$ cat src/source/cachePkg.sv
`default_nettype none

package cachePkg;

  // geometry of the cache, fixed for the core
  localparam int wayCount   = 2;  // one LRU bit per set only covers two ways
  localparam int wayBits    = $clog2(wayCount);
  localparam int offsetBits = 2;  // byte offset inside a word
  localparam int addrWidth  = 32;
  localparam int dataWidth  = 32;
  localparam int byteWidth  = 8;
  localparam int laneCount  = dataWidth / byteWidth;

  // request opcodes from the memory stage
  typedef enum logic {
    opLoad,   // lbu
    opStore   // sb
  } cacheOp_e;

  // controller sequencing
  typedef enum logic [1:0] {
    stIdle,
    stLookup,   // tag compare on the registered request
    stFill,     // waiting on the backing memory
    stRespond   // strobes out, back to idle next
  } ctrlState_e;

endpackage

`default_nettype wire

$ cat src/source/cacheWay.sv
`timescale 1ns/100ps
`default_nettype none

module cacheWay #(
  parameter int setBits = 3
) (
  input  wire logic                           clk,
  input  wire logic                           arstN,
  input  wire logic [setBits-1:0]             lookupSet,
  input  wire logic [cachePkg::addrWidth-setBits-cachePkg::offsetBits-1:0] lookupTag,
  input  wire logic                           wayEn,     // this way is the fill/write target
  input  wire logic                           fillEn,
  input  wire logic [cachePkg::dataWidth-1:0] fillData,
  input  wire logic                           byteWrEn,
  input  wire logic [cachePkg::offsetBits-1:0] byteLane,
  input  wire logic [cachePkg::byteWidth-1:0] byteData,
  output logic                                wayHit,
  output logic [cachePkg::dataWidth-1:0]      wayData
);

  localparam int tagBits = cachePkg::addrWidth - setBits - cachePkg::offsetBits;
  localparam int nSets   = 2 ** setBits;

  logic [nSets-1:0]               validBits;
  logic [tagBits-1:0]             tagArr  [nSets];
  logic [cachePkg::dataWidth-1:0] dataArr [nSets];

  logic doFill;
  logic doByteWr;

  assign doFill   = fillEn & wayEn;
  assign doByteWr = byteWrEn & wayEn;

  // a set turns valid on its first fill
  always_ff @(posedge clk or negedge arstN) begin
    if (!arstN) begin
      validBits <= '0;
    end else if (doFill) begin
      validBits[lookupSet] <= 1'b1;
    end
  end

  always_ff @(posedge clk) begin
    if (doFill) begin
      tagArr[lookupSet]  <= lookupTag;
      dataArr[lookupSet] <= fillData;
    end else if (doByteWr) begin
      // only the addressed lane changes
      dataArr[lookupSet][byteLane*cachePkg::byteWidth +: cachePkg::byteWidth] <= byteData;
    end
  end

  // combinational compare on the current lookup
  assign wayHit  = validBits[lookupSet] && (tagArr[lookupSet] == lookupTag);
  assign wayData = dataArr[lookupSet];

endmodule

`default_nettype wire

$ cat config.mk
export PLATFORM = sky130hd
export DESIGN_NAME = cacheWay
export DESIGN_NICKNAME = d
export VERILOG_FILES = /design/src/source/cachePkg.sv /design/src/source/cacheWay.sv
export SDC_FILE = /design/constraint.sdc
export NUM_CORES = 1
export LEC_CHECK = 0
export BUFFER_PORTS_ARGS = -buffer_cell sky130_fd_sc_hd__buf_2
export CAP_MARGIN = 15
export CELL_PAD_IN_SITES_DETAIL_PLACEMENT = 1
export CELL_PAD_IN_SITES_GLOBAL_PLACEMENT = 2
export CORE_ASPECT_RATIO = 0.7
export CORE_MARGIN = 1
export CORE_UTILIZATION = 38
export CTS_CLUSTER_DIAMETER = 60
export CTS_CLUSTER_SIZE = 16
export DETAILED_ROUTE_END_ITERATION = 12
export GPL_ROUTABILITY_DRIVEN = 0
export PLACE_DENSITY_LB_ADDON = 0.25
export SETUP_SLACK_MARGIN = 0.5
export SLEW_MARGIN = 20
export SYNTH_ARGS = -nofsm -noshare
export SYNTH_HDL_FRONTEND = slang
export SYNTH_SLANG_ARGS = --single-unit
$ cat constraint.sdc
create_clock -name clk -period 4.4 [get_ports clk]
set_clock_uncertainty 0.1 [all_clocks]
set_input_delay 0.88 -clock clk [delete_from_list [all_inputs] [get_ports clk]]
set_output_delay 0.88 -clock clk [all_outputs]
set_load 0.03 [all_outputs]
==> flow_summary.yaml <==
clock_network:
  clockRootBuffer: "clkbuf_16"
  clockBufferDepth: 3
  clkTransAtPathRegs_ns: 0.07
  clk_latency_ns: 0.54
  numCtsBuffers: 37
  cts_htree_levels: 2
  clock_sinks: 480
  cts_tree: "done"
power:
  power.density_nw_per_um2: 410
  ir_drop_mv: 0.253
  p_leak_nw: 7.73
  total_power_mw: 9.22
sta:
  setup_viol: 0
  fmax_mhz: 259
  hold_violations: 0
  whs_ns: 0.0881
  max_slew_margin_pct: 30.2
  fin_tns_setup_ns: 0
  worst_slew_pin_slew_ns: 1.04
  drv_slew: 0
  fin_crit_sh_pct: 87.7
  period_needed_ns: 3.86
  rsz0062_at_grt: "true"
floorplan:
  die_w_um: 269
  ioPinCount: 110
  rows: 68
  initial_utilization_pct: 38.4
  die_h_um: 189
  dieArea_um2: 50800
  core-area_um2: 49300
final_layout:
  utilization_pct: 45.7
  layout-drive-gt1-share_pct: 24.7
  nets: 1405
  synthToLayoutAreaGrowth_pct: 18.8
  fin_cells: 2008
worst_setup_path:
  critPathArrivalTime_ns: 2.88
  end_kind: "output pin"
  crit_type: "input pin to output pin"
  cp-start-kind: "input pin"
  required_ns: 3.42
  critPathMaxFanout: 7
synth:
  synth_fp_nets: 1207
  ys_seq_area_share_pct: 75.9
  synth_cells: 1125
  synth_area_um2: 18900
  async_flop_share_pct: 1.67
  yosys_register_bits: 480
  synth_ff_type: "edfxtp_1"
  synth_warnings: 0
  avgSynthCellArea_um2: 16.8
  synth_cell_types: 52
  synth_edf_count: 472
global_routing:
  grt_pass1_wl_um: 73600
  grt_pass1_vias: 11300
  grt.total_usage_pct: 19.8
  antenna_found_initial: 1
  grt-ovfl-total: 0
  grt_max_degree: 29
run_status:
  status: "finished, final reports clean"
drt:
  detailedRoute.firstIterationViolations: 929
  ant_nets: 0
  wl_per_cell_um: 24.9
  vias: 11000
  drc: 0
  first_pass_iters: 5
  routed_wl_um: 49900
  viasPerCell: 5.46
placed_design:
  placed_cells: 1931
  port_buffers: 109
  hpwl_um: 31300
hold_path:
  hp-class: "input pin to asynchronous set/reset pin"
job:
  max_cap_violations: 0
## where the power goes
| group | internal, mW | switching (mW) | leakage [nW] |
|---|---|---|---|
| Sequential | 5.14 | 0.0298 | 4.33 |
| Clock | 1.76 | 1.52 | 0.548 |
| Combinational | 0.294 | 0.482 | 2.85 |
| Total | 7.19 | 2.03 | 7.73 |
## state kept, by name, indices dropped and copies added, names as in the netlist
signal and cells:
validBits 8, tagArr 216, dataArr 256
## path summary, 6_finish.rpt
path,from,endpoint,slack [ns],cells past startpoint
setup / recovery,lookupSet[0],wayHit,0.54,10
hold / removal,arstN,validBits[0],0.09,1
setup reg to reg,validBits[1],validBits[1],3.49,1
hold reg to reg,validBits[6],validBits[6],0.37,1
max in group asynchronous,arstN,validBits[7],3.93,1
min in group clk,validBits[6],validBits[6],0.37,1
## cell families after synthesis
| logic type | Yosys count | synth area share (%) |
|---|---|---|
| flops | 480 | 75.9 |
| mux | 120 | 7.41 |
| xor+xnor | 8 | 0.370 |
| compound gates | 227 | 8.68 |
| fa+ha+maj | 5 | 0.330 |
| buf+inv | 65 | 1.77 |
| simple gates | 220 | 5.54 |
## through the flow
| step | area, um2 | setup slack, ns |
|---|---|---|
| floorplan | 18900 | 0.568 |
| global placement | 20900 | 0.195 |
| detailed placement | 20900 | 0.191 |
| CTS | 22400 | 0.510 |
| global route | 22500 | 0.463 |
| finish | 22500 | 0.540 |
## repair_timing
| action | 4_1_cts | 5_1_grt |
|---|---|---|
| setup buffers | 5 | 6 |
| gates cloned | 5 | 2 |
| pin swaps | 9 | 9 |
| hold buffers | 0 | 0 |
| resized for setup | 43 | 11 |
| setup endpoints to repair | 12 | 1 |
## cell usage after synthesis, types with 2 or more instances
library cell / count / area share [%]
buf_1: 5 / 0.099
nor3b_4: 2 / 0.20
o221ai_1: 2 / 0.093
buf_6: 5 / 0.30
clkbuf_1: 26 / 0.52
a221o_1: 2 / 0.11
a22oi_1: 100 / 4.0
nand3_1: 26 / 0.69
a221oi_1: 27 / 1.2
o22ai_1: 2 / 0.066
nand2_1: 84 / 1.7
nor2_1: 53 / 1.1
mux2i_1: 96 / 5.1
mux2_2: 9 / 0.54
dfrtp_1: 8 / 1.1
and3_1: 15 / 0.50
a21o_1: 3 / 0.12
a31oi_1: 2 / 0.066
nor2b_1: 4 / 0.13
nand4_1: 8 / 0.26
a22o_1: 23 / 1.1
and2_1: 4 / 0.13
ha_1: 5 / 0.33
o21ai_0: 34 / 0.90
o22a_1: 6 / 0.28
a21oi_1: 20 / 0.53
inv_1: 3 / 0.059
and3b_1: 2 / 0.093
nor3b_1: 4 / 0.16
mux4_2: 14 / 1.7
xnor2_1: 8 / 0.37
nor3_1: 2 / 0.053
or2_2: 8 / 0.26
edfxtp_1: 472 / 75
buf_4: 9 / 0.36
buf_2: 16 / 0.42
## placed cells by master, fill, tap and decap left out, types with 3 or more instances in the layout
cell	n
o21ai_0	34
a21o_1	3
buf_4	85
buf_16	7
mux4_2	14
nor2_1	41
xnor2_1	8
a22oi_2	8
nand4_1	8
nor3b_1	4
buf_12	11
buf_6	7
nand2_1	84
and2_1	4
nor2_2	4
clkbuf_16	41
a221oi_1	26
inv_1	3
or2_2	8
nand3_1	26
clkbuf_1	10
nor2_4	8
mux2i_2	4
and3_1	14
a21oi_1	20
dfrtp_1	8
o22a_1	6
edfxtp_1	472
a22o_1	23
ha_1	5
a22oi_1	92
mux2_2	9
buf_2	106
mux2i_1	91
clkinv_1	4
## layer usage
metal	global-route usage (%)	part of all wire, %	vias up
met5	0	0.022	-
met4	3.56	1.2	2
met3	2.72	4.1	52
met2	29.9	45	192
met1	30.6	50	5824
li1	-	-	4893
## cell type report
class	instances	area, um2
Clock inverter	8	101
Clock buffer	50	1030
Inverter	4	15.0
Sequential cell	480	14400
Multi-Input combinational cell	580	4410
Antenna cell	1	2.50
Tap cell	665	832
Fill cell	4724	26800
Timing Repair Buffer	220	1740
## worst max-delay path, stage by stage
cell	delay, ns
buf_12	0.13
buf_4	0.16
nor2_2	0.20
buf_6	0.18
a221oi_1	0.09
o22ai_1	0.22
o21a_1	0.15
nand4_1	0.26
nor4_4	0.39
buf_4	0.21
Power figures use the tool's default switching activity.
