--- config.mk ---
export PLATFORM = sky130hd
export DESIGN_NAME = cacheCtrl
export DESIGN_NICKNAME = d
export VERILOG_FILES = /design/src/source/cachePkg.sv /design/src/source/cacheCtrl.sv
export SDC_FILE = /design/constraint.sdc
export NUM_CORES = 1
export LEC_CHECK = 0
export BUFFER_PORTS_ARGS = -buffer_cell sky130_fd_sc_hd__buf_2
export CORE_AREA = 3 3 119 121
export CTS_CLUSTER_DIAMETER = 150
export DETAILED_ROUTE_END_ITERATION = 8
export DIE_AREA = 0 0 122 124
export PLACE_DENSITY = 0.75
export SKIP_LAST_GASP = 1
export SYNTH_ARGS = -nofsm -noshare
export SYNTH_HDL_FRONTEND = slang
export SYNTH_SLANG_ARGS = --single-unit
--- constraint.sdc ---
create_clock -name clk -period 2.5 [get_ports clk]
set_input_delay 0.25 -clock clk [delete_from_list [all_inputs] [get_ports clk]]
set_output_delay 0.25 -clock clk [all_outputs]
set_load 0.02 [all_outputs]
--- src/source/cachePkg.sv ---
`default_nettype none

package cachePkg;

  // geometry of the cache, fixed for the core
  localparam int wayCount   = 2;  // one LRU bit per set only covers two ways
  localparam int wayBits    = $clog2(wayCount);
  localparam int offsetBits = 2;  // byte offset inside a word
  localparam int addrWidth  = 32;
  localparam int dataWidth  = 32;
  localparam int byteWidth  = 8;
  localparam int laneCount  = dataWidth / byteWidth;

  // request opcodes from the memory stage
  typedef enum logic {
    opLoad,   // lbu
    opStore   // sb
  } cacheOp_e;

  // controller sequencing
  typedef enum logic [1:0] {
    stIdle,
    stLookup,   // tag compare on the registered request
    stFill,     // waiting on the backing memory
    stRespond   // strobes out, back to idle next
  } ctrlState_e;

endpackage

`default_nettype wire

--- src/source/cacheCtrl.sv ---
`timescale 1ns/100ps
`default_nettype none

module cacheCtrl #(
  parameter int setBits = 3
) (
  input  wire logic                            clk,
  input  wire logic                            arstN,
  // request side
  input  wire logic                            reqValid,
  input  wire cachePkg::cacheOp_e              reqOp,
  input  wire logic [cachePkg::addrWidth-1:0]  reqAddr,
  input  wire logic [cachePkg::dataWidth-1:0]  reqData,
  output logic                                 respValid,
  output logic [cachePkg::dataWidth-1:0]       respData,
  output logic                                 respHit,
  // from the merge block
  input  wire logic                            anyHit,
  input  wire logic [cachePkg::wayBits-1:0]    hitWay,
  input  wire logic [cachePkg::dataWidth-1:0]  lineData,
  input  wire logic [cachePkg::wayBits-1:0]    victimWay,
  // broadcast to the ways
  output logic [setBits-1:0]                   lookupSet,
  output logic [cachePkg::addrWidth-setBits-cachePkg::offsetBits-1:0] lookupTag,
  output logic                                 fillEn,
  output logic [cachePkg::wayBits-1:0]         fillWay,
  output logic [cachePkg::dataWidth-1:0]       fillData,
  output logic                                 byteWrEn,
  output logic [cachePkg::offsetBits-1:0]      byteLane,
  output logic [cachePkg::byteWidth-1:0]       byteData,
  output logic                                 lruTouch,
  output logic [cachePkg::wayBits-1:0]         touchWay,
  // backing memory
  output logic                                 memRead,
  output logic                                 memWrite,
  output logic [cachePkg::addrWidth-cachePkg::offsetBits-1:0] memAddr,
  output logic [cachePkg::offsetBits-1:0]      memLane,
  output logic [cachePkg::dataWidth-1:0]       memWrData,
  input  wire logic                            memReadValid,
  input  wire logic [cachePkg::dataWidth-1:0]  memRdData
);

  localparam int tagBits = cachePkg::addrWidth - setBits - cachePkg::offsetBits;
  localparam int padBits = cachePkg::dataWidth - cachePkg::byteWidth;

  cachePkg::ctrlState_e state;

  cachePkg::cacheOp_e              opReg;
  logic [cachePkg::addrWidth-1:0]  addrReg;
  logic [cachePkg::byteWidth-1:0]  byteReg;   // store byte
  logic [cachePkg::wayBits-1:0]    selWay;    // hit way, or victim on a miss
  logic [cachePkg::offsetBits-1:0] offset;

  assign offset    = addrReg[cachePkg::offsetBits-1:0];
  assign lookupSet = addrReg[cachePkg::offsetBits +: setBits];
  assign lookupTag = addrReg[cachePkg::addrWidth-1 -: tagBits];

  assign byteLane  = offset;
  assign byteData  = byteReg;
  assign fillWay   = selWay;
  assign touchWay  = selWay;
  assign memAddr   = addrReg[cachePkg::addrWidth-1:cachePkg::offsetBits];
  assign memLane   = offset;
  assign memWrData = {cachePkg::laneCount{byteReg}};  // lane picked by memLane

  // sequencing and one-cycle strobes
  always_ff @(posedge clk or negedge arstN) begin
    if (!arstN) begin
      state     <= cachePkg::stIdle;
      respValid <= 1'b0;
      memRead   <= 1'b0;
      memWrite  <= 1'b0;
      fillEn    <= 1'b0;
      byteWrEn  <= 1'b0;
      lruTouch  <= 1'b0;
    end else begin
      respValid <= 1'b0;
      memRead   <= 1'b0;
      memWrite  <= 1'b0;
      fillEn    <= 1'b0;
      byteWrEn  <= 1'b0;
      lruTouch  <= 1'b0;
      case (state)
        cachePkg::stIdle: begin
          if (reqValid) state <= cachePkg::stLookup;
        end
        cachePkg::stLookup: begin
          if (opReg == cachePkg::opStore) begin
            memWrite  <= 1'b1;    // write-through, no allocate on miss
            byteWrEn  <= anyHit;
            lruTouch  <= anyHit;
            respValid <= 1'b1;
            state     <= cachePkg::stRespond;
          end else if (anyHit) begin
            lruTouch  <= 1'b1;
            respValid <= 1'b1;
            state     <= cachePkg::stRespond;
          end else begin
            memRead <= 1'b1;
            state   <= cachePkg::stFill;
          end
        end
        cachePkg::stFill: begin
          if (memReadValid) begin
            fillEn    <= 1'b1;
            lruTouch  <= 1'b1;    // refilled line becomes most recent
            respValid <= 1'b1;
            state     <= cachePkg::stRespond;
          end
        end
        default: state <= cachePkg::stIdle;  // stRespond
      endcase
    end
  end

  // request and response payload
  always_ff @(posedge clk) begin
    if (state == cachePkg::stIdle && reqValid) begin
      opReg   <= reqOp;
      addrReg <= reqAddr;
      byteReg <= reqData[cachePkg::byteWidth-1:0];
    end
    if (state == cachePkg::stLookup) begin
      selWay  <= anyHit ? hitWay : victimWay;
      respHit <= anyHit;
      if (opReg == cachePkg::opLoad) begin
        respData <= {{padBits{1'b0}}, lineData[offset*cachePkg::byteWidth +: cachePkg::byteWidth]};
      end else begin
        respData <= '0;
      end
    end
    if (state == cachePkg::stFill && memReadValid) begin
      fillData <= memRdData;
      respHit  <= 1'b0;
      respData <= {{padBits{1'b0}}, memRdData[offset*cachePkg::byteWidth +: cachePkg::byteWidth]};
    end
  end

endmodule

`default_nettype wire

==> key figures <==
Die
  – Die Height: 124 microns
  – Die ar.: about 15000 sq um
  – Rows: 42
  – CORE AREA: approximately 13000 sq um
  – Die Span X: roughly 120 microns
  – Initial Util: between 30% and 40%
  – Top-Level Pins: roughly 310

Clock network
  – CTS clk-pin slew, worst paths: around 0.060 ns
  – Root Buffer: clkbuf_16
  – CTS tree: done
  – Post-CTS setup buffers: 0
  – CTS max path bufs: 2
  – Cts repair resizes: 0
  – Clk Latency, worst-skew pair: 0.34 ns
  – H-tree depth: 3
  – # clock sinks: between 90 and 100
  – CTS Buf Count: 9

Setup path
  – Critical path data required time: about 2.5 ns
  – Worst R2R Path Depth: 5
  – Crit path DAT: 1.84 ns
  – Critical Path Start Type: flip-flop
  – Worst reg2reg endpoint: fillData[22]$_DFFE_PN_
  – Worst setup EP type: flip-flop
  – Worst-path fanout max: 32
  – Reg2reg start: state[0]$_DFFE_PN0P_
  – Critical path type: reg -> reg
  – Flop2flop setup slack: approximately 0.65 ns

GRT
  – GRT overflow: 0
  – GRT Total Usage: 12.81%
  – First-pass GRT wire length: between 10 and 15 mm
  – Initial antenna violation count: 2
  – Largest net degree at the start of global routing: 42
  – Vias in the first global route: 2642

Yosys
  – Post-Syn Area per Cell: between 15 and 20 sq um
  – Mapped Cells: about 270
  – Ys async rst share: under 10%
  – Post-synth top area share: between 50 and 60%
  – Largest cells by area after synthesis: edfxtp_1 59%, buf_4 16%, mux2i_1 5.8%
  – Top_reg_cell synth: edfxtp_1
  – Post-synth EDFFs: a little over 80
  – Synth Register Bits: 91
  – Register area share after synthesis: 64.42%
  – Post-Syn Area: about 4200 sq um
  – Warnings, synthesis: 0
  – Area leader, netlist: edfxtp_1
  – Synth cell types: 31

Min path
  – HP Class: in -> reg
  – Hold worst-path end: addrReg[26]$_DFFE_PP_
  – Min-delay src: reqAddr[26]
  – WHS Path Cells: 1

Routing
  – Via/cell ratio: ~4.1
  – WL final: around 10 mm
  – WL/cell: 15.77 microns
  – First-pass iteration count of the detailed router: 4
  – Violation count after the first detailed-routing iteration: ~140
  – Antenna-violating nets left: 0
  – Post-route DRC: 0
  – Via Count: around 2700

Outcome
  – Run status: completed

Run
  – Max cap viols: 0

Finish
  – Post-layout nets: between 600 and 700
  – Fill count: 1250
  – Share of cells above drive strength 1: about three fifths
  – # diodes: 0
  – Layout Cells excl Fill: between 600 and 700
  – Area Overhead vs Synth: 29.72%

STA
  – Least-Margin Pin Slew: around 0.65 ns
  – Final hold vios: 0
  – Min cycle time layout: between 1.5 and 2 ns
  – Pins over their slew limit: 0
  – Final setup violation count: 0
  – Setup TNS: 0 ns
  – Headroom to the max-slew limit: between 50% and 60%
  – RSZ-0062 raised after global routing: no
  – Final Cycle Share: between 70 and 80%
  – Max Fclk: around 540 MHz
  – Clk_skew: ~0.006 ns

Placed design
  – Number of port buffers: around 260
  – HPWL Detailed: approximately 8.5 mm
  – Inst Count DP: around 650
  – Gpl congestion: roughly 0.84

Power and ir drop
  – Max IR drop VDD: between 0.5 and 0.6 mV
  – Pleak: 2.511 nW
  – PwrDens: around 1000 nW/um^2
-- sequential cells by signal (all words and copies together), names as in the netlist --
name / count
respData: 8
opReg: 1
state: 2
respValid: 1
fillEn: 1
addrReg: 32
fillWay: 1
respHit: 1
byteData: 8
memWrite: 1
memRead: 1
lruTouch: 1
byteWrEn: 1
fillData: 32
-- per-layer routing --
metal / vias up / GRT usage [%] / share of wire (%)
li1: 1283 / - / -
met4: 4 / 5.392 / 1.8
met1: 1305 / 13.99 / 36
met2: 137 / 22.17 / 53
met3: 16 / 5.132 / 8.4
met5: - / 0 / 0.26
-- logic make-up (layout without fill, tap and decap cells) --
logic type / count (synthesis) / in the layout / synth area share [%]
buffers and inverters: 98 / 289 / 17.85
flip-flops: 91 / 91 / 64.42
multiplexers: 35 / 35 / 9.285
AO/OA/AOI/OAI: 23 / 23 / 4.327
AND/OR/NAND/NOR: 19 / 19 / 2.524
adder cells (fa/ha/maj): 5 / 5 / 1.502
other: 1 / 24 / 0.09006
-- Yosys cell counts, types with 2 or more instances --
| cell | number |
|---|---|
| ha_1 | 5 |
| o211ai_1 | 8 |
| buf_6 | 2 |
| and2_1 | 2 |
| dfrtp_1 | 8 |
| o22a_1 | 8 |
| nand2_1 | 10 |
| inv_1 | 5 |
| mux2_2 | 3 |
| mux2_4 | 6 |
| nand2b_1 | 2 |
| mux2i_1 | 24 |
| mux2_1 | 2 |
| buf_4 | 89 |
| edfxtp_1 | 82 |
-- cells in the final DEF (no fill, tap or decap), drive strengths merged, types with 2 or more instances in the layout --
cell / synthesis / final
mux2i: 24 / 24
inv: 5 / 7
clkbuf: 1 / 9
ha: 5 / 5
nand2: 10 / 10
clkinvlp: 0 / 3
nand2b: 2 / 2
conb: 1 / 24
dfrtp: 8 / 8
nand3b: 2 / 2
and2: 2 / 2
mux2: 11 / 11
o211ai: 8 / 8
buf: 92 / 267
o22a: 8 / 8
a21boi: 2 / 2
edfxtp: 82 / 82
-- what timing repair did --
action                                 CTS  global route
setup endpoints to repair                0             0
endpoints found under the hold margin    8             0
hold buffers                             1             0
-- critical path: stages (launching register included) --
cell and delay (ns):
dfrtp_1 0.42, inv_1 0.12, ha_1 0.27, nand2_1 0.16, inv_1 0.12, buf_4 0.38
-- how the worst max path moves through the flow --
stage / from / end / slack, ns
floorplan: state[0]$_DFFE_PN0P_ / addrReg[0]$_DFFE_PP_ / 0.45
global placement: state[0]$_DFFE_PN0P_ / fillData[22]$_DFFE_PN_ / 0.69
detailed placement: state[0]$_DFFE_PN0P_ / fillData[22]$_DFFE_PN_ / 0.63
CTS: state[0]$_DFFE_PN0P_ / fillData[22]$_DFFE_PN_ / 0.62
global route: state[0]$_DFFE_PN0P_ / respData[6]$_DFFE_PP_ / 0.51
finish: state[0]$_DFFE_PN0P_ / fillData[22]$_DFFE_PN_ / 0.65
-- cell type report --
class	count	area (sq um)	share of cell area, %
timing repair buffer	268	1354	25.06
inverter	5	18.77	0.3475
clock inverter	7	75.07	1.390
tap	176	220.2	4.077
multi-input combinational	106	825.8	15.29
clock buffer	9	225.2	4.170
sequential	91	2683	49.66
-- where the power goes --
part	leakage (nW)	internal, W	switching, W
clock network	0.138	0.000779	0.000569
registers	0.873	0.00208	0.000137
logic	1.50	0.000573	0.00120
-- per-stage QoR --
| stage | setup WS, ns | hold slack, ns | cell area, sq um | util (%) | total power, W |
|---|---|---|---|---|---|
| final | 0.6482 | 0.08738 | 5401 | 40.95 | 0.005339 |
| after detailed placement | 0.6282 | 0.1058 | 5091 | 38.60 | 0.004051 |
| after floorplan | 0.4526 | -0.04559 | 4250 | - | 0.003606 |
| after global placement | 0.6928 | 0.09674 | 5091 | 38.60 | 0.004003 |
| after CTS | 0.6160 | 0.06330 | 5401 | 40.95 | 0.005419 |
| after global routing | 0.5116 | 0.05970 | 5401 | 40.95 | 0.005626 |
Note: power is estimated with default switching activity, not from simulation.
