===== src/source/cachePkg.sv =====
`default_nettype none

package cachePkg;

  // geometry of the cache, fixed for the core
  localparam int wayCount   = 2;  // one LRU bit per set only covers two ways
  localparam int wayBits    = $clog2(wayCount);
  localparam int offsetBits = 2;  // byte offset inside a word
  localparam int addrWidth  = 32;
  localparam int dataWidth  = 32;
  localparam int byteWidth  = 8;
  localparam int laneCount  = dataWidth / byteWidth;

  // request opcodes from the memory stage
  typedef enum logic {
    opLoad,   // lbu
    opStore   // sb
  } cacheOp_e;

  // controller sequencing
  typedef enum logic [1:0] {
    stIdle,
    stLookup,   // tag compare on the registered request
    stFill,     // waiting on the backing memory
    stRespond   // strobes out, back to idle next
  } ctrlState_e;

endpackage

`default_nettype wire


===== src/source/wayMerge.sv =====
`timescale 1ns/100ps
`default_nettype none

module wayMerge #(
  parameter int setBits = 3
) (
  input  wire logic                                                  clk,
  input  wire logic                                                  arstN,
  input  wire logic [cachePkg::wayCount-1:0]                         wayHitVec,
  input  wire logic [cachePkg::wayCount-1:0][cachePkg::dataWidth-1:0] wayDataVec,
  input  wire logic [setBits-1:0]                                    lookupSet,
  input  wire logic                                                  lruTouch,
  input  wire logic [cachePkg::wayBits-1:0]                          touchWay,
  output logic                                                       anyHit,
  output logic [cachePkg::wayBits-1:0]                               hitWay,
  output logic [cachePkg::dataWidth-1:0]                             lineData,
  output logic [cachePkg::wayBits-1:0]                               victimWay
);

  localparam int nSets = 2 ** setBits;

  // per set, the way that was touched most recently
  logic [nSets-1:0] lruBits;

  assign anyHit = |wayHitVec;

  // at most one way hits, so a priority scan is enough
  always_comb begin
    hitWay = '0;
    for (int w = 0; w < cachePkg::wayCount; w++) begin
      if (wayHitVec[w]) begin
        hitWay = cachePkg::wayBits'(w);
      end
    end
  end

  assign lineData = wayDataVec[hitWay];

  always_ff @(posedge clk or negedge arstN) begin
    if (!arstN) begin
      lruBits <= '0;
    end else if (lruTouch) begin
      lruBits[lookupSet] <= touchWay;
    end
  end

  // two ways, so the victim is simply the other one
  assign victimWay = ~lruBits[lookupSet];

endmodule

`default_nettype wire


===== config.mk =====
export PLATFORM = sky130hd
export DESIGN_NAME = wayMerge
export DESIGN_NICKNAME = d
export VERILOG_FILES = /design/src/source/cachePkg.sv /design/src/source/wayMerge.sv
export SDC_FILE = /design/constraint.sdc
export NUM_CORES = 1
export LEC_CHECK = 0
export BUFFER_PORTS_ARGS = -buffer_cell sky130_fd_sc_hd__buf_4
export CAP_MARGIN = 10
export CORE_MARGIN = 2
export CORE_UTILIZATION = 29
export CTS_CLUSTER_DIAMETER = 80
export DETAILED_ROUTE_END_ITERATION = 10
export PLACE_DENSITY = 0.76
export SLEW_MARGIN = 20
export SYNTH_ARGS = -nofsm -noshare
export SYNTH_HDL_FRONTEND = slang
export SYNTH_SLANG_ARGS = --single-unit

===== constraint.sdc =====
create_clock -name clk -period 1.1 [get_ports clk]
set_clock_uncertainty 0.1 [all_clocks]
set_input_delay 0.165 -clock clk [delete_from_list [all_inputs] [get_ports clk]]
set_output_delay 0.165 -clock clk [all_outputs]
set_load 0.01 [all_outputs]

==> flow_summary_export.csv, run 1 <==
group,metric,value,unit
routing,wire_per_inst,16.2,um
logic_synthesis,ys_seq_area_frac,0.238,
hold_path,hold_path_class,"in -> reg",
logic_synthesis,avgSynthCellArea,12.3,um2
worst_setup_path,required,0.83,ns
final_layout,diodes,0,
worst_setup_path,crit_type,"reg -> out",
status,status,"finished, violations left",
clock_tree,htreeDepth,1,
placement,dpl_worst_slack,-0.285,ns
placement,gp_congestion,0.760,
routing,firstDrtPassIters,4,
routing,drt.antenna.violating_nets,0,
power_and_ir_drop,ir_drop,0.000839,V
grt,grt_max_degree,18,
sta,fin_crit,1.64,ns
clock_tree,clk_pin_slew,0.05,ns
sta,drv_slew,0,
final_layout,regMostFlops,"lruBits",
logic_synthesis,synth_top_cell_by_area,"mux2_2",
worst_setup_path,crit_fanout,2,
grt,antenna_found_initial,0,
placement,port_buffers,107,
logic_synthesis,synthCells,68,
worst_setup_path,critPathCaptureType,"output port",
floorplan,die_x,57.8,um
clock_tree,cts_tree,"built",
grt,gr-usage-all-layers,0.203,
power_and_ir_drop,power_density,759,nW/um2
logic_synthesis,synth_area_leaders,"mux2_2 54%, dfrtp_1 24%, mux4_2 5.4%",
clock_tree,clkSinkCount,8,
floorplan,die_h,57.8,um
final_layout,drive_gt1_frac,0.926,
final_layout,top_regs,"lruBits (8)",
sta,rsz0062_at_grt,"yes",
final_layout,post-route-util,0.636,
routing,drt_iter0_drc,32,
clock_tree,root_buffer,"clkbuf_4",
job,max-cap-violations,0,
logic_synthesis,yosys_warnings,0,
sta,relSlewSlack,0.866,
grt,grt_pass1_wl,5130,um
sta,worst_pin_slew,0.200,ns
final_layout,largest_reg_flops,8,
grt,overflow,0,
floorplan,core_area,2760,um2
floorplan,rows,19,
logic_synthesis,syn_nets,141,
logic_synthesis,syn_area,840,um2
final_layout,nets,250,
power_and_ir_drop,power.leakage,0.864,nW
logic_synthesis,synth_top_area_share,0.537,
logic_synthesis,ys_ff_latch,8,
sta,setup_viol,1,
floorplan,die_area,3340,um2
status,violations,"setup timing",
grt,grt_pass1_vias,1041,
final_layout,final_cells,206,
clock_tree,cts_buffer_depth,2,
routing,drc,0,
clock_tree,numCtsBuffers,3,
worst_setup_path,startpoint_type,"flip-flop",
final_layout,area_growth,109,%
routing,drt-total-wl,3340,um
placement,placed_cells,201,
sta,final.setup.worst_slack,-0.545,ns
logic_synthesis,netlist-cell-type-count,12,
placement,place_hpwl,2780,um
clock_tree,clock_latency,0.25,ns
sta,period_share,1.50,
sta,hold_violations,0,
floorplan,initial_core_util,0.304,
floorplan,io_pins,108,
routing,via_per_inst,4.84,
sta,max_freq,608,MHz
routing,dr_total_vias,998,
worst_setup_path,worstPathArrival,1.38,ns
[cells in the mapped netlist]
cell	number
nand4b_1	3
buf_4	1
mux4_2	2
buf_6	1
mux2_2	40
nor4b_1	1
nand4_1	1
dfrtp_1	8
and4bb_2	3
buf_2	6
or2_2	1
mux2i_1	1
[stage by stage]
step	setup TNS, ns	hold slack (ns)	total power [mW]	instance area, um2
after global routing	-0.608	0.107	1.43	1750
after floorplan	-0.186	-0.231	0.723	882
after global placement	-7.12	-0.119	1.09	1670
after detailed placement	-7.86	-0.114	1.11	1670
final	-0.545	0.111	1.33	1750
after CTS	-0.562	0.106	1.35	1750
[worst max-delay path, stage by stage (launching register included)]
cell     delay (ns)
dfrtp_1        0.37
mux4_2         0.47
mux2i_2        0.15
buf_4          0.14
[layout make-up]
class	instances	area [um2]
fill	234	1000
timing repair buffer	112	883
multi-input combinational	52	609
sequential	8	200
tap	31	38.8
clock buffer	3	22.5
[layer usage]
metal / share of wire / wire, um / vias to the layer above / global-route usage
met5: 0 / 0 / - / 0
met4: 0.015 / 51 / 0 / 0.0698
met3: 0.087 / 291 / 6 / 0.0335
met2: 0.55 / 1830 / 53 / 0.380
met1: 0.35 / 1170 / 464 / 0.230
li1: - / - / 475 / -
[final timing paths]
check	from	endpoint	slack [ns]	cells after the start
hold reg to reg	lruBits[7]$_DFFE_PN0P_	lruBits[7]$_DFFE_PN0P_	0.40	1
setup / recovery	lruBits[3]$_DFFE_PN0P_	victimWay	-0.54	3
min in group asynchronous	arstN	lruBits[3]$_DFFE_PN0P_	0.16	2
max in group asynchronous	arstN	lruBits[4]$_DFFE_PN0P_	0.61	2
setup reg to reg	lruBits[6]$_DFFE_PN0P_	lruBits[6]$_DFFE_PN0P_	0.25	1
hold / removal	touchWay	lruBits[2]$_DFFE_PN0P_	0.11	2
[logic make-up after synthesis]
kind of cell	synth area share
muxes	0.602
and+or+nand+nor	0.101
DFF	0.238
buffers and inverters	0.0581
[repair_timing]
| item | 4_1_cts | 5_1_grt |
|---|---|---|
| cloned | 1 | 0 |
| setup buffers | 0 | 0 |
| hold buffers | 1 | 0 |
| hold endpoints to repair | 8 | 0 |
| gates resized for setup | 5 | 0 |
| endpoints found under the setup margin | 34 | 1 |
[layout by cell type (no fill, tap or decap), drive strengths merged]
cell type,instances
mux2i,1
and4bb,3
nand4,1
or2,1
dfrtp,8
clkbuf,3
buf,111
nand4b,3
mux2,40
nor4b,1
mux4,2
dlygate4sd3,1
[report_power, final]
part	switching [mW]	internal (mW)	total (mW)
Clock	0.0851	0.124	0.209
Combinational	0.241	0.493	0.734
Sequential	0.0277	0.360	0.388
Total	0.354	0.976	1.33
Power figures use the tool's default switching activity.
==> run 2: changes to the inputs <==
- RECOVER_POWER: unset -> 50
==> flow_summary_export.csv, run 2 (same netlist as run 1, synthesis figures left out) <==
group,metric,value,unit
status,status,"finished, violations left",
status,violations,"setup timing",
final_layout,fillers,240,
floorplan,die_x,57.8,um
final_layout,post-route-util,0.620,
sta,max_freq,608,MHz
final_layout,nets,250,
routing,dr_total_vias,996,
placement,placed_area,1670,um2
grt,grt_util_met2,0.380,
floorplan,die_h,57.8,um
final_layout,area_growth,104,%
worst_setup_path,slowest_stage,"mux4_2",
job,max-cap-violations,0,
floorplan,core_area,2760,um2
clock_tree,htreeDepth,1,
hold_path,worstHoldStart,"touchWay",
worst_setup_path,crit_type,"reg -> out",
clock_tree,clk_pin_slew,0.05,ns
worst_setup_path,worstPathCellList,"mux4_2 > mux2i_2 > buf_4",
worst_setup_path,crit_family,"multiplexers",
clock_tree,cts_buffer_depth,2,
sta,period_share,1.50,
final_layout,layout_common_cells,"101 x buf_4, 40 x mux2_2, 8 x dfrtp_1, 5 x clkbuf_4, 4 x clkbuf_1",
floorplan,io_pins,108,
worst_setup_path,path_buf_inv,1,
clock_tree,clock_latency,0.25,ns
worst_setup_path,worstPathArrival,1.38,ns
worst_setup_path,critical_path.startpoint,"lruBits[3]$_DFFE_PN0P_",
worst_setup_path,startpoint_type,"flip-flop",
routing,drt_iter0_drc,31,
placement,port_buffers,107,
grt,gr-usage-all-layers,0.203,
clock_tree,clkSinkCount,8,
worst_setup_path,critPathCaptureType,"output port",
routing,drt.antenna.violating_nets,0,
floorplan,die_area,3340,um2
clock_tree,root_buffer,"clkbuf_4",
grt,gr-usage-met1,0.230,
worst_setup_path,slowest_delay,0.47,ns
final_layout,final_cells,206,
grt,met3_usage,0.0335,
clock_tree,numCtsBuffers,3,
sta,setup_viol,5,
routing,wire_per_inst,16.3,um
power_and_ir_drop,power_density,767,nW/um2
final_layout,layout_commonest_cell,"buf_4",
sta,fin_setup_tns,-0.666,ns
final_layout,regMostFlops,"lruBits",
routing,drc,0,
grt,grt_pass1_wl,5130,um
worst_setup_path,crit_fanout,2,
sta,rsz0062_at_grt,"yes",
grt,antenna_found_initial,0,
clock_tree,postCtsSetupBuffers,0,
sta,drv_slew,0,
final_layout,top_regs,"lruBits (8)",
hold_path,hold_path_class,"in -> reg",
placement,placed_cells,201,
sta,relSlewSlack,0.726,
clock_tree,cts_tree,"built",
floorplan,initial_core_util,0.304,
grt,grt_pass1_vias,1041,
grt,overflow,0,
worst_setup_path,required,0.83,ns
placement,place_hpwl,2780,um
power_and_ir_drop,design_power_total,1.31,mW
final_layout,drive_gt1_frac,0.903,
sta,worst_pin_slew,0.412,ns
grt,busiest_layer,"met2",
final_layout,diodes,0,
power_and_ir_drop,ir_drop,0.000838,V
power_and_ir_drop,power.leakage,0.837,nW
placement,gp_congestion,0.760,
worst_setup_path,rr_startpoint,"lruBits[6]$_DFFE_PN0P_",
routing,drt-total-wl,3360,um
sta,hold_violations,0,
final_layout,largest_reg_flops,8,
routing,via_per_inst,4.83,
sta,fin_crit,1.64,ns
sta,final.setup.worst_slack,-0.545,ns
routing,firstDrtPassIters,2,
floorplan,rows,19,
final_layout,fin_area,1710,um2
grt,grt_max_degree,18,
==> run 2: path summary, 6_finish.rpt <==
kind	endpoint	slack, ns	depth (start not counted)
worst max-delay path	victimWay	-0.54	3
worst min-delay path	lruBits[2]$_DFFE_PN0P_	0.11	2
worst max register to register	lruBits[6]$_DFFE_PN0P_	0.25	1
worst min register to register	lruBits[7]$_DFFE_PN0P_	0.40	1
max in group asynchronous	lruBits[4]$_DFFE_PN0P_	0.36	2
min in group asynchronous	lruBits[3]$_DFFE_PN0P_	0.25	2
==> run 2: cell type report <==
cell class	count	area (um2)	share of cell area
Timing Repair Buffer	112	838	0.490
Clock buffer	3	22.5	0.0132
Multi-Input combinational cell	52	609	0.357
Sequential cell	8	200	0.117
Tap cell	31	38.8	0.0227
==> run 2: where the power goes <==
group          leakage (nW)  switching (mW)  internal (mW)
logic                 0.727           0.241          0.473
registers            0.0960          0.0278          0.360
clock network        0.0138          0.0852          0.124
total                 0.837           0.354          0.957
==> run 2: metal layers <==
metal | routed length (um) | part of all wire | up-vias
li1 | - | - | 476
met5 | 0 | 0 | -
met2 | 1830 | 0.54 | 51
met1 | 1200 | 0.36 | 463
met4 | 51 | 0.015 | 0
met3 | 280 | 0.083 | 6
==> run 2: timing repair <==
item,CTS,global route
cloned,1,0
gates resized for setup,5,0
hold buffers,1,0
setup endpoints to repair,34,1
hold endpoints to repair,8,0
pin swaps,0,0
==> run 2: per-stage QoR <==
stage / hold WS, ns / setup WS, ns
final: 0.111 / -0.545
after global placement: -0.119 / -0.295
after global routing: 0.107 / -0.608
after floorplan: -0.231 / -0.184
after detailed placement: -0.114 / -0.285
after CTS: 0.106 / -0.562
==> run 3: changes to the inputs <==
- ABC_AREA: unset -> 1
- BUFFER_PORTS_ARGS: -buffer_cell sky130_fd_sc_hd__buf_4 -> unset
- CORE_UTILIZATION: 29 -> 52
- DONT_BUFFER_PORTS: unset -> 1
- PLACE_DENSITY: 0.76 -> 0.69
==> flow_summary_export.csv, run 3 <==
group,metric,value,unit
status,status,"finished, violations left",
status,violations,"setup timing",
logic_synthesis,synth_xor_area_frac,0,
clock_tree,cts_buffer_depth,2,
floorplan,rows,14,
worst_setup_path,critical_path.startpoint,"lruBits[2]$_DFFE_PN0P_",
logic_synthesis,synth_compound_area_frac,0.0482,
clock_tree,clk_pin_slew,0.05,ns
worst_setup_path,crit_end,"victimWay",
placement,placed_area,823,um2
logic_synthesis,yosys.area_share.simple,0.614,
worst_setup_path,crit_type,"reg -> out",
logic_synthesis,synth_top_family_by_area,"simple AND/OR/NAND/NOR gates",
final_layout,fin_area,878,um2
routing,via_per_inst,5.28,
sta,fin_crit,1.25,ns
logic_synthesis,netlist-cell-type-count,13,
final_layout,top_regs,"lruBits (8)",
logic_synthesis,ys_seq_area_frac,0.241,
routing,drt_iter0_drc,44,
sta,rsz0062_at_grt,"yes",
logic_synthesis,synth_top_area_share,0.556,
grt,grt_max_degree,36,
sta,hold_violations,0,
logic_synthesis,avgSynthCellArea,4.95,um2
sta,worst_pin_slew,0.360,ns
logic_synthesis,synth_top_cell_by_area,"nand2_1",
logic_synthesis,synth_area_leaders,"nand2_1 56%, dfrtp_1 24%, buf_2 4.2%",
logic_synthesis,synth_enable_flop_cells,0,
worst_setup_path,crit_fanout,2,
final_layout,largest_reg_flops,8,
logic_synthesis,synth_most_common_cell,"nand2_1",
clock_tree,cts_tree,"built",
worst_setup_path,rr_startpoint,"lruBits[2]$_DFFE_PN0P_",
clock_tree,clkSinkCount,8,
final_layout,drive_gt1_frac,0.0655,
worst_setup_path,worstPathArrival,0.98,ns
power_and_ir_drop,power.leakage,0.553,nW
worst_setup_path,slowest_delay,0.40,ns
logic_synthesis,synthAdderAreaFrac,0,
routing,firstDrtPassIters,4,
clock_tree,root_buffer,"clkbuf_4",
floorplan,die_x,44.0,um
logic_synthesis,ys_ff_latch,8,
clock_tree,numCtsBuffers,3,
worst_setup_path,worstPathCellList,"nand2_1 > nand3_2 > nand2_1 > inv_1 > nand2_2",
placement,gp_congestion,0.855,
worst_setup_path,path_buf_inv,1,
worst_setup_path,critPathCaptureType,"output port",
logic_synthesis,syn_nets,241,
final_layout,regMostFlops,"lruBits",
worst_setup_path,rr_worst_depth,4,
worst_setup_path,crit_family,"flip-flops",
hold_path,hold_path_class,"in -> reg",
logic_synthesis,synthArstFlopShare,1.00,
final_layout,nets,243,
floorplan,core_area,1510,um2
worst_setup_path,crit_top_cell,"nand2_1",
sta,period_share,1.13,
sta,max_freq,802,MHz
final_layout,diodes,0,
floorplan,initial_core_util,0.551,
placement,port_buffers,0,
final_layout,layout_commonest_cell,"nand2_1",
placement,placed_cells,178,
routing,drt.antenna.violating_nets,0,
grt,overflow,0,
worst_setup_path,cp.depth,5,
grt,gr-usage-all-layers,0.231,
sta,final.setup.worst_slack,-0.147,ns
worst_setup_path,startpoint_type,"flip-flop",
logic_synthesis,syn_area,831,um2
final_layout,fillers,171,
floorplan,io_pins,108,
clock_tree,clock_latency,0.25,ns
power_and_ir_drop,design_power_total,0.921,mW
logic_synthesis,synthMuxAreaShare,0,
worst_setup_path,slowest_stage,"dfrtp_1",
routing,drc,0,
power_and_ir_drop,power_density,1050,nW/um2
routing,wire_per_inst,12.9,um
final_layout,layout_common_cells,"121 x nand2_1, 9 x inv_1, 8 x dfrtp_1, 7 x o21ai_0, 6 x nor2_1",
logic_synthesis,synthCells,168,
sta,fin_setup_tns,-0.147,ns
worst_setup_path,required,0.83,ns
grt,antenna_found_initial,0,
logic_synthesis,yosys_warnings,0,
final_layout,final_cells,184,
logic_synthesis,synth.top_cells.by_count,"123 x nand2_1, 8 x dfrtp_1, 8 x inv_1",
placement,place_hpwl,1930,um
sta,drv_slew,0,
routing,drt-total-wl,2380,um
sta,setup_viol,1,
floorplan,die_h,44.0,um
routing,dr_total_vias,972,
logic_synthesis,synth-main-ff-cell,"dfrtp_1",
job,max-cap-violations,0,
floorplan,die_area,1930,um2
clock_tree,htreeDepth,1,
sta,relSlewSlack,0.759,
grt,grt_pass1_vias,726,
grt,grt_pass1_wl,3240,um
power_and_ir_drop,ir_drop,0.000703,V
worst_setup_path,r2r-end,"lruBits[2]$_DFFE_PN0P_",
worst_setup_path,r2r_setup_slack,0.10,ns
final_layout,area_growth,5.72,%
## run 3: metal layers
layer / GRT usage / vias up / routed length [um]
met4: 0.0909 / 0 / 31
met1: 0.258 / 406 / 831
met3: 0.0875 / 4 / 343
met5: 0 / - / 0
met2: 0.391 / 61 / 1180
li1: - / 501 / -
## run 3: how the worst min path moves through the flow
stage	startpoint	end	slack, ns	depth (start not counted)
after floorplan	arstN	lruBits[0]$_DFFE_PN0P_	-0.23	0
after CTS	lookupSet[2]	lruBits[3]$_DFFE_PN0P_	0.03	3
after global placement	arstN	lruBits[3]$_DFFE_PN0P_	-0.23	0
after global routing	lookupSet[1]	lruBits[0]$_DFFE_PN0P_	0.07	3
final	lookupSet[1]	lruBits[5]$_DFFE_PN0P_	0.05	3
after detailed placement	arstN	lruBits[2]$_DFFE_PN0P_	-0.23	0
## run 3: kinds of logic (layout without fill, tap and decap cells)
kind of cell | count (synthesis) | after routing
DFF | 8 | 8
and+or+nand+nor | 134 | 134
buffers and inverters | 18 | 18
AOI/OAI and AO/OA | 8 | 8
## run 3: metrics by stage
stage | hold slack, ns | setup slack, ns | utilization
2_1_floorplan | -0.231 | 0.153 | -
3_3_place_gp | -0.230 | 0.126 | 0.547
3_5_place_dp | -0.230 | 0.110 | 0.547
4_1_cts | 0.0287 | -0.131 | 0.575
5_1_grt | 0.0698 | -0.213 | 0.583
6_report | 0.0480 | -0.147 | 0.583
## run 3: repair_timing
item	4_1_cts	5_1_grt
resized for setup	1	2
hold buffers	1	0
setup buffers	1	1
pin swaps	0	2
setup endpoints to repair	1	1
hold endpoints to repair	8	0
## run 3: layout make-up
cell class | count | area (um2) | share of cell area
clock buffer | 3 | 22.5 | 0.0256
inverter | 10 | 37.5 | 0.0427
multi-input combinational | 142 | 561 | 0.638
sequential | 8 | 200 | 0.228
tap | 16 | 20.0 | 0.0228
timing repair buffer | 5 | 37.5 | 0.0427
## run 3: where the power goes
| part | total [mW] | internal (mW) | switching (mW) | leakage (nW) |
|---|---|---|---|---|
| registers | 0.384 | 0.351 | 0.0329 | 0.0992 |
| clock network | 0.215 | 0.124 | 0.0904 | 0.0138 |
| logic | 0.323 | 0.114 | 0.209 | 0.440 |
| total | 0.921 | 0.589 | 0.332 | 0.553 |
## run 3: worst min-delay path, stage by stage
cell and delay, ns:
nor2_1 0.05, nand2_1 0.07, o21ai_0 0.07
